==> src/memCtrlPkg.sv <==
package memCtrlPkg;

    // RAM address, 128 KiB
    localparam int ADDR_W = 17;

    // RAM data width
    localparam int BYTE_W = 8;

    // width of an instruction and of a data word
    localparam int WORD_W = 32;

    // byte count of a request, values 1, 2 or 4
    localparam int LEN_W = 3;

    // a fetch always reads a whole instruction
    localparam logic [LEN_W-1:0] INST_LEN = 3'd4;

    // RAM write enable levels
    localparam logic RAM_READ = 1'b0;
    localparam logic RAM_WRITE = 1'b1;

    // which client a transaction belongs to
    localparam logic SRC_FETCH = 1'b0;
    localparam logic SRC_DATA = 1'b1;

endpackage

==> src/byteSequencer.sv <==
`timescale 1ns/10ps

module byteSequencer (
    input  logic                            clk,
    input  logic                            rst,
    input  logic                            i_rdy,

    input  logic                            i_startStb,
    input  logic                            i_startSrc,
    input  logic                            i_startWrite,
    input  logic [memCtrlPkg::LEN_W-1:0]    i_startLen,
    input  logic [memCtrlPkg::ADDR_W-1:0]   i_startAddr,
    input  logic [memCtrlPkg::WORD_W-1:0]   i_startWdata,

    output logic                            o_busy,

    output logic [memCtrlPkg::ADDR_W-1:0]   o_ramAddr,
    output logic                            o_ramWe,
    output logic [memCtrlPkg::BYTE_W-1:0]   o_ramWdata,

    output logic                            o_readStb,
    output logic                            o_readSrc,
    output logic [memCtrlPkg::LEN_W-1:0]    o_readIdx,
    output logic                            o_readLast,
    output logic                            o_writeDone
);

    logic                            active;
    logic [memCtrlPkg::LEN_W-1:0]    cnt;

    logic [memCtrlPkg::ADDR_W-1:0]   baseAddr;
    logic [memCtrlPkg::WORD_W-1:0]   wordReg;
    logic [memCtrlPkg::LEN_W-1:0]    lenReg;
    logic                            writeReg;
    logic                            srcReg;
    logic [memCtrlPkg::ADDR_W-1:0]   prevAddr;

    logic                            curValid;
    logic                            curWrite;
    logic                            curSrc;
    logic                            curLast;
    logic                            writing;
    logic [memCtrlPkg::LEN_W-1:0]    curLen;
    logic [memCtrlPkg::ADDR_W-1:0]   curBase;
    logic [memCtrlPkg::ADDR_W-1:0]   curAddr;
    logic [memCtrlPkg::ADDR_W-1:0]   cntExt;
    logic [memCtrlPkg::WORD_W-1:0]   curWord;

    // byte 0 goes out in the start cycle, straight from the arbiter
    assign curValid = active || i_startStb;
    assign curWrite = active ? writeReg : i_startWrite;
    assign curSrc = active ? srcReg : i_startSrc;
    assign curLen = active ? lenReg : i_startLen;
    assign curBase = active ? baseAddr : i_startAddr;
    assign curWord = active ? wordReg : i_startWdata;

    // cnt rests at zero while idle
    assign cntExt = {{(memCtrlPkg::ADDR_W - memCtrlPkg::LEN_W){1'b0}}, cnt};
    assign curAddr = curBase + cntExt;
    assign curLast = (cnt == curLen - 1'b1);
    assign writing = curValid && (curWrite == memCtrlPkg::RAM_WRITE);

    // in a stall keep the last address, so the pending read byte comes back again
    assign o_ramAddr = i_rdy ? curAddr : prevAddr;
    assign o_ramWe = (i_rdy && writing) ? memCtrlPkg::RAM_WRITE : memCtrlPkg::RAM_READ;
    assign o_ramWdata = curWord[memCtrlPkg::BYTE_W*cnt +: memCtrlPkg::BYTE_W];
    assign o_writeDone = i_rdy && writing && curLast;
    assign o_busy = active;

    always_ff @(posedge clk) begin
        if (rst) begin
            active <= 1'b0;
            cnt <= '0;
            o_readStb <= 1'b0;
        end else if (i_rdy) begin
            o_readStb <= curValid && !writing;
            if (curValid) begin
                active <= !curLast;
                cnt <= curLast ? '0 : cnt + 1'b1;
            end
        end
    end

    always_ff @(posedge clk) begin
        if (i_rdy) begin
            prevAddr <= curAddr;
            // read data arrives one cycle later
            o_readSrc <= curSrc;
            o_readIdx <= cnt;
            o_readLast <= curLast;
            if (i_startStb) begin
                baseAddr <= i_startAddr;
                wordReg <= i_startWdata;
                lenReg <= i_startLen;
                writeReg <= i_startWrite;
                srcReg <= i_startSrc;
            end
        end
    end

endmodule

==> src/memCtrlTop.sv <==
`timescale 1ns/10ps

module memCtrlTop (
    input  logic                            clk,
    input  logic                            rst,
    input  logic                            i_rdy,

    // instruction fetch
    input  logic                            i_fetchReq,
    input  logic [memCtrlPkg::ADDR_W-1:0]   i_fetchAddr,
    output logic                            o_fetchDone,
    output logic [memCtrlPkg::WORD_W-1:0]   o_fetchInst,

    // data load and store
    input  logic                            i_dataReq,
    input  logic                            i_dataWrite,
    input  logic [memCtrlPkg::LEN_W-1:0]    i_dataLen,
    input  logic [memCtrlPkg::ADDR_W-1:0]   i_dataAddr,
    input  logic [memCtrlPkg::WORD_W-1:0]   i_dataWdata,
    output logic                            o_dataDone,
    output logic [memCtrlPkg::WORD_W-1:0]   o_dataRdata,

    // byte RAM
    input  logic [memCtrlPkg::BYTE_W-1:0]   i_ramRdata,
    output logic [memCtrlPkg::ADDR_W-1:0]   o_ramAddr,
    output logic                            o_ramWe,
    output logic [memCtrlPkg::BYTE_W-1:0]   o_ramWdata
);

    logic                            startStb;
    logic                            startSrc;
    logic                            startWrite;
    logic [memCtrlPkg::LEN_W-1:0]    startLen;
    logic [memCtrlPkg::ADDR_W-1:0]   startAddr;
    logic [memCtrlPkg::WORD_W-1:0]   startWdata;
    logic                            seqBusy;

    logic                            readStb;
    logic                            readSrc;
    logic [memCtrlPkg::LEN_W-1:0]    readIdx;
    logic                            readLast;

    logic                            writeDone;
    logic                            loadDone;

    reqArbiter u_arbiter (
        .clk          (clk),
        .rst          (rst),
        .i_rdy        (i_rdy),
        .i_fetchReq   (i_fetchReq),
        .i_fetchAddr  (i_fetchAddr),
        .i_dataReq    (i_dataReq),
        .i_dataWrite  (i_dataWrite),
        .i_dataLen    (i_dataLen),
        .i_dataAddr   (i_dataAddr),
        .i_dataWdata  (i_dataWdata),
        .i_seqBusy    (seqBusy),
        .o_startStb   (startStb),
        .o_startSrc   (startSrc),
        .o_startWrite (startWrite),
        .o_startLen   (startLen),
        .o_startAddr  (startAddr),
        .o_startWdata (startWdata)
    );

    byteSequencer u_sequencer (
        .clk          (clk),
        .rst          (rst),
        .i_rdy        (i_rdy),
        .i_startStb   (startStb),
        .i_startSrc   (startSrc),
        .i_startWrite (startWrite),
        .i_startLen   (startLen),
        .i_startAddr  (startAddr),
        .i_startWdata (startWdata),
        .o_busy       (seqBusy),
        .o_ramAddr    (o_ramAddr),
        .o_ramWe      (o_ramWe),
        .o_ramWdata   (o_ramWdata),
        .o_readStb    (readStb),
        .o_readSrc    (readSrc),
        .o_readIdx    (readIdx),
        .o_readLast   (readLast),
        .o_writeDone  (writeDone)
    );

    wordAssembler u_assembler (
        .clk          (clk),
        .rst          (rst),
        .i_rdy        (i_rdy),
        .i_readStb    (readStb),
        .i_readSrc    (readSrc),
        .i_readIdx    (readIdx),
        .i_readLast   (readLast),
        .i_ramRdata   (i_ramRdata),
        .o_fetchDone  (o_fetchDone),
        .o_fetchInst  (o_fetchInst),
        .o_dataDone   (loadDone),
        .o_dataRdata  (o_dataRdata)
    );

    // stores finish on the last write, loads on the last returned byte
    assign o_dataDone = loadDone | writeDone;

endmodule

==> src/reqArbiter.sv <==
`timescale 1ns/10ps

module reqArbiter (
    input  logic                            clk,
    input  logic                            rst,
    input  logic                            i_rdy,

    input  logic                            i_fetchReq,
    input  logic [memCtrlPkg::ADDR_W-1:0]   i_fetchAddr,

    input  logic                            i_dataReq,
    input  logic                            i_dataWrite,
    input  logic [memCtrlPkg::LEN_W-1:0]    i_dataLen,
    input  logic [memCtrlPkg::ADDR_W-1:0]   i_dataAddr,
    input  logic [memCtrlPkg::WORD_W-1:0]   i_dataWdata,

    input  logic                            i_seqBusy,

    output logic                            o_startStb,
    output logic                            o_startSrc,
    output logic                            o_startWrite,
    output logic [memCtrlPkg::LEN_W-1:0]    o_startLen,
    output logic [memCtrlPkg::ADDR_W-1:0]   o_startAddr,
    output logic [memCtrlPkg::WORD_W-1:0]   o_startWdata
);

    logic                            fetchPend;
    logic [memCtrlPkg::ADDR_W-1:0]   fetchAddr;

    logic                            dataPend;
    logic                            dataWe;
    logic [memCtrlPkg::LEN_W-1:0]    dataLen;
    logic [memCtrlPkg::ADDR_W-1:0]   dataAddr;
    logic [memCtrlPkg::WORD_W-1:0]   dataWdata;

    logic                            takeFetch;
    logic                            takeData;

    // one transaction at a time, data before fetch
    assign o_startStb = i_rdy && !i_seqBusy && (dataPend || fetchPend);
    assign takeData = o_startStb && dataPend;
    assign takeFetch = o_startStb && !dataPend;

    assign o_startSrc = dataPend ? memCtrlPkg::SRC_DATA : memCtrlPkg::SRC_FETCH;
    assign o_startWrite = dataPend ? dataWe : memCtrlPkg::RAM_READ;
    assign o_startLen = dataPend ? dataLen : memCtrlPkg::INST_LEN;
    assign o_startAddr = dataPend ? dataAddr : fetchAddr;
    assign o_startWdata = dataWdata;

    // strobes are taken even in a stall
    always_ff @(posedge clk) begin
        if (rst) begin
            fetchPend <= 1'b0;
            dataPend <= 1'b0;
        end else begin
            if (takeFetch) begin
                fetchPend <= 1'b0;
            end
            if (i_fetchReq) begin
                fetchPend <= 1'b1;
            end
            if (takeData) begin
                dataPend <= 1'b0;
            end
            if (i_dataReq) begin
                dataPend <= 1'b1;
            end
        end
    end

    always_ff @(posedge clk) begin
        if (i_fetchReq) begin
            fetchAddr <= i_fetchAddr;
        end
        if (i_dataReq) begin
            dataWe <= i_dataWrite ? memCtrlPkg::RAM_WRITE : memCtrlPkg::RAM_READ;
            dataLen <= i_dataLen;
            dataAddr <= i_dataAddr;
            dataWdata <= i_dataWdata;
        end
    end

endmodule

==> src/wordAssembler.sv <==
`timescale 1ns/10ps

module wordAssembler (
    input  logic                            clk,
    input  logic                            rst,
    input  logic                            i_rdy,

    input  logic                            i_readStb,
    input  logic                            i_readSrc,
    input  logic [memCtrlPkg::LEN_W-1:0]    i_readIdx,
    input  logic                            i_readLast,
    input  logic [memCtrlPkg::BYTE_W-1:0]   i_ramRdata,

    output logic                            o_fetchDone,
    output logic [memCtrlPkg::WORD_W-1:0]   o_fetchInst,
    output logic                            o_dataDone,
    output logic [memCtrlPkg::WORD_W-1:0]   o_dataRdata
);

    logic [memCtrlPkg::WORD_W-1:0]   bufWord;
    logic [memCtrlPkg::WORD_W-1:0]   assembled;
    logic                            readEnd;

    // lanes below the arriving one come from the buffer, lanes above are zero
    always_comb begin
        for (int lane = 0; lane < memCtrlPkg::WORD_W / memCtrlPkg::BYTE_W; lane++) begin
            if (lane == i_readIdx) begin
                assembled[lane*memCtrlPkg::BYTE_W +: memCtrlPkg::BYTE_W] = i_ramRdata;
            end else if (lane < i_readIdx) begin
                assembled[lane*memCtrlPkg::BYTE_W +: memCtrlPkg::BYTE_W] =
                    bufWord[lane*memCtrlPkg::BYTE_W +: memCtrlPkg::BYTE_W];
            end else begin
                assembled[lane*memCtrlPkg::BYTE_W +: memCtrlPkg::BYTE_W] = '0;
            end
        end
    end

    assign readEnd = i_rdy && i_readStb && i_readLast;
    assign o_fetchDone = readEnd && (i_readSrc == memCtrlPkg::SRC_FETCH);
    assign o_dataDone = readEnd && (i_readSrc == memCtrlPkg::SRC_DATA);
    assign o_fetchInst = assembled;
    assign o_dataRdata = assembled;

    // lanes start empty
    always_ff @(posedge clk) begin
        if (rst) begin
            bufWord <= '0;
        end else if (i_rdy && i_readStb) begin
            bufWord[memCtrlPkg::BYTE_W*i_readIdx +: memCtrlPkg::BYTE_W] <= i_ramRdata;
        end
    end

endmodule
==> config.mk <==
export PLATFORM = sky130hd
export DESIGN_NAME = memCtrlTop
export DESIGN_NICKNAME = d
export VERILOG_FILES = /design/src/memCtrlPkg.sv /design/src/byteSequencer.sv /design/src/memCtrlTop.sv /design/src/reqArbiter.sv /design/src/wordAssembler.sv
export SDC_FILE = /design/constraint.sdc
export NUM_CORES = 1
export LEC_CHECK = 0
export ABC_AREA = 1
export BUFFER_PORTS_ARGS = -buffer_cell sky130_fd_sc_hd__buf_2
export CORE_ASPECT_RATIO = 1.5
export CORE_UTILIZATION = 59
export CTS_CLUSTER_DIAMETER = 60
export DETAILED_ROUTE_END_ITERATION = 6
export GPL_ROUTABILITY_DRIVEN = 1
export MAX_ROUTING_LAYER = met4
export PLACE_DENSITY = 0.85
export SKIP_CTS_REPAIR_TIMING = 1
export SLEW_MARGIN = 25
export SYNTH_ARGS = -nofsm -noshare
export SYNTH_HDL_FRONTEND = slang
export SYNTH_SLANG_ARGS = --single-unit
==> constraint.sdc <==
create_clock -name clk -period 8 [get_ports clk]
set_input_delay 1.2 -clock clk [delete_from_list [all_inputs] [get_ports clk]]
set_output_delay 1.2 -clock clk [all_outputs]
set_load 0.05 [all_outputs]
==> flow_summary.toml <==
[yosys]
netlist_area_mm2 = 0.00828
async_flop_share_pct = 0
synthTopCellsByCount = "nand2_1 (158), edfxtp_1 (129), o21ai_0 (100), nor2_1 (89), dfxtp_1 (56)"
yosysTopAreaCellShare_pct = 46.8
netlist_instances = 848
syn_nets = 942
netlist-cell-type-count = 34
ys_top_cells_by_area = "edfxtp_1 (47%), dfxtp_1 (14%), nand2_1 (7.2%), o21ai_0 (6.0%), nor2_1 (4.0%)"
ys_seq_area_share_pct = 60.3
yosys_warnings = 0
synth_edf_count = 129
syn_avg_cell_area_um2 = 9.76
ys.flop_type = "edfxtp_1"
yosys.area.top_type = "edfxtp_1"
ys_ff_latch = 185
yosysMostFrequentCell = "nand2_1"

[clock_network]
cts_tree = "built"
root_buffer = "clkbuf_16"
htreeDepth = 4
cts.sinks = 185
cts.clk_slew.worst_paths_ns = 0.06
cts_buffer_depth = 2
insertion_delay_ns = 0.42
cts_buffers = 17

[layout]
final_cell_area_mm2 = 0.00953
diodes = 0
fillers = 1083
layout-drive-gt1-share_pct = 24.2
finish.net_count = 1071
area_growth_pct = 15.1

[setup_path]
slowest_delay_ns = 0.74
critPathMaxFanout = 70
crit_slowest_cell = "clkinv_2"
critPathRequiredTime_ns = 6.80
start_kind = "flip-flop"
critical_path_class = "flip-flop to primary output"
crit_top_cell = "nand2_1"
path_buf_inv = 4
cp-end-kind = "primary output"
arrival_ns = 4.23
path_delay_family = "buffers and inverters"
regToRegSetupSlack_ns = 4.36
cp_cell_sequence = "buf_4, clkinv_2, or2_2, o21ai_0, inv_1, ha_1, nand2_1, o21ai_0, nand2_2, nor2_4, nand2_1, nand2_1, nand3_1, nand2_1, buf_2"

[timing]
maxSlewHeadroom_pct = 44.6
fmax_mhz = 184
tns_ns = 0
fin_skew_ns = 0.00628
whs_ns = 0.445
hold_viol = 0
min_period_over_period_pct = 67.9
worst_slack_ns = 2.57
slew_violations = 0
setup_viol = 0
finalCriticalPeriod_ns = 5.43
rsz0062_at_grt = "no"
worstMarginPinSlew_ns = 0.831

[routing]
dr.pass1.iters = 6
vias_per_cell = 5.53
ant_nets = 0
drcViolationCount = 0
wl_per_cell_um = 15.4
totalWireLength_mm = 17.8
vias = 6368
drt_iter0_markers = 413

[placement]
gp_congestion = 0.879
pre_cts_ws_ns = 3.30
io_buffer_count = 174
post_dp_cell_area_mm2 = 0.00896
hpwl_mm = 12.5

[floorplanning]
initial_core_util_pct = 60.9
core.rowCount = 52
die_w_um = 98.7
dieArea_mm2 = 0.0145
pin_count = 175
fp.dieH_um = 147
core_mm2 = 0.0136

[power_and_ir_drop]
power_frac_clock_pct = 34.7
leakagePower_nw = 4.14
p_int_mw = 1.63
ir_drop_mv = 0.191
power_density_mw_per_mm2 = 243
switchingPower_uw = 686
pwr-share-comb_pct = 16.7
sw_frac_of_total_pct = 29.6
p_seq_share_pct = 48.6

[global_routing]
gr-total-overflow = 0
grt_pass1_vias = 5904
antenna_found_initial = 0
grt_usage_pct = 25.9
grt_pass1_wl_mm = 28.3
grt_max_degree = 71

[hold_path]
hold_path.class = "flip-flop to flip-flop"

[status]
status = "completed"

[flow_run]
maxCapViolCount = 0
[flip-flops by register name, summed over array words and instances, names as in the netlist, 17 cells and up]
signal                  count
u_arbiter.o_startWdata     32
u_assembler.bufWord        32
u_sequencer.wordReg        32
u_arbiter.dataAddr         17
u_arbiter.fetchAddr        17
u_sequencer.baseAddr       17
u_sequencer.prevAddr       17
[layout make-up]
class / count / area [um^2] / share of cell area, %
clock buffer: 18 / 429 / 4.50
clock inverter: 14 / 140 / 1.47
sequential: 185 / 4990 / 52.4
timing repair buffer: 178 / 903 / 9.48
tap: 162 / 203 / 2.13
inverter: 54 / 204 / 2.14
multi-input combinational: 541 / 2660 / 27.9
[kinds of logic (layout without fill, tap and decap cells)]
group | Yosys count | after routing | synth area share [%]
AOI/OAI and AO/OA | 174 | 174 | 11.3
xor gates and xnor gates | 6 | 6 | 0.635
adders and majority gates | 11 | 11 | 1.75
buffers and inverters | 122 | 264 | 7.65
DFF | 185 | 185 | 60.3
and+or+nand+nor | 350 | 350 | 18.3
[power by group through the flow]
| stage | Sequential [mW] | Combinational, mW | Clock (mW) |
|---|---|---|---|
| after floorplan | 1.14 | 0.291 | 0 |
| after global placement | 1.15 | 0.377 | 0 |
| after detailed placement | 1.15 | 0.385 | 0 |
| after CTS | 1.13 | 0.387 | 0.816 |
| after global routing | 1.13 | 0.419 | 0.850 |
| final | 1.13 | 0.388 | 0.804 |
[worst paths after layout]
| check | depth (start not counted) | startpoint | to |
|---|---|---|---|
| setup / recovery | 15 | u_sequencer.o_busy | o_ramAddr[13] |
| hold / removal | 2 | u_sequencer.prevAddr[0] | u_sequencer.prevAddr[0] |
| setup reg to reg | 15 | u_sequencer.o_busy | u_sequencer.prevAddr[15] |
| hold reg to reg | 2 | u_sequencer.prevAddr[0] | u_sequencer.prevAddr[0] |
[worst reg2reg max path, cell delays in order, from the launching register on]
cell      delay (ns)
dfxtp_1         0.31
buf_4           0.35
clkinv_2        0.74
or2_2           0.59
o21ai_0         0.17
inv_1           0.09
ha_1            0.29
nand2_1         0.05
o21ai_0         0.30
nand2_2         0.19
nor2_2          0.17
nand2_1         0.07
nand2_1         0.06
nand2_1         0.04
nand2_1         0.05
nand2_1         0.06
[placed cells by master, fill, tap and decap left out, types with 6 or more instances in the layout]
cell,netlist,routed
buf_2,8,173
nand2_1,158,158
edfxtp_1,129,129
o21ai_0,100,100
nor2_1,89,88
dfxtp_1,56,56
nand3_1,52,52
inv_1,49,49
a21oi_1,32,32
o22ai_1,17,17
nor3_1,17,17
clkbuf_16,0,17
a31oi_1,14,14
ha_1,10,10
or2_2,7,7
o31ai_1,7,7
or2_1,7,7
nor2_2,6,6
[routing by layer]
| metal | wire length (um) | share of wire, % | global-route usage (%) |
|---|---|---|---|
| met4 | 793 | 4.5 | 13.9 |
| met3 | 1010 | 5.7 | 3.90 |
| met2 | 9150 | 51 | 44.5 |
| met1 | 6820 | 38 | 29.1 |
| met5 | 0 | 0 | - |
[per-stage QoR]
stage / power (mW) / instances / utilization [%]
3_5_place_dp: 1.53 / 1120 / 65.9
5_1_grt: 2.40 / 1152 / 70.1
2_1_floorplan: 1.43 / 848 / -
3_3_place_gp: 1.52 / 1120 / 65.9
4_1_cts: 2.33 / 1152 / 70.1
6_report: 2.32 / 1152 / 70.1
No activity file was read; power rests on OpenSTA's default activity.
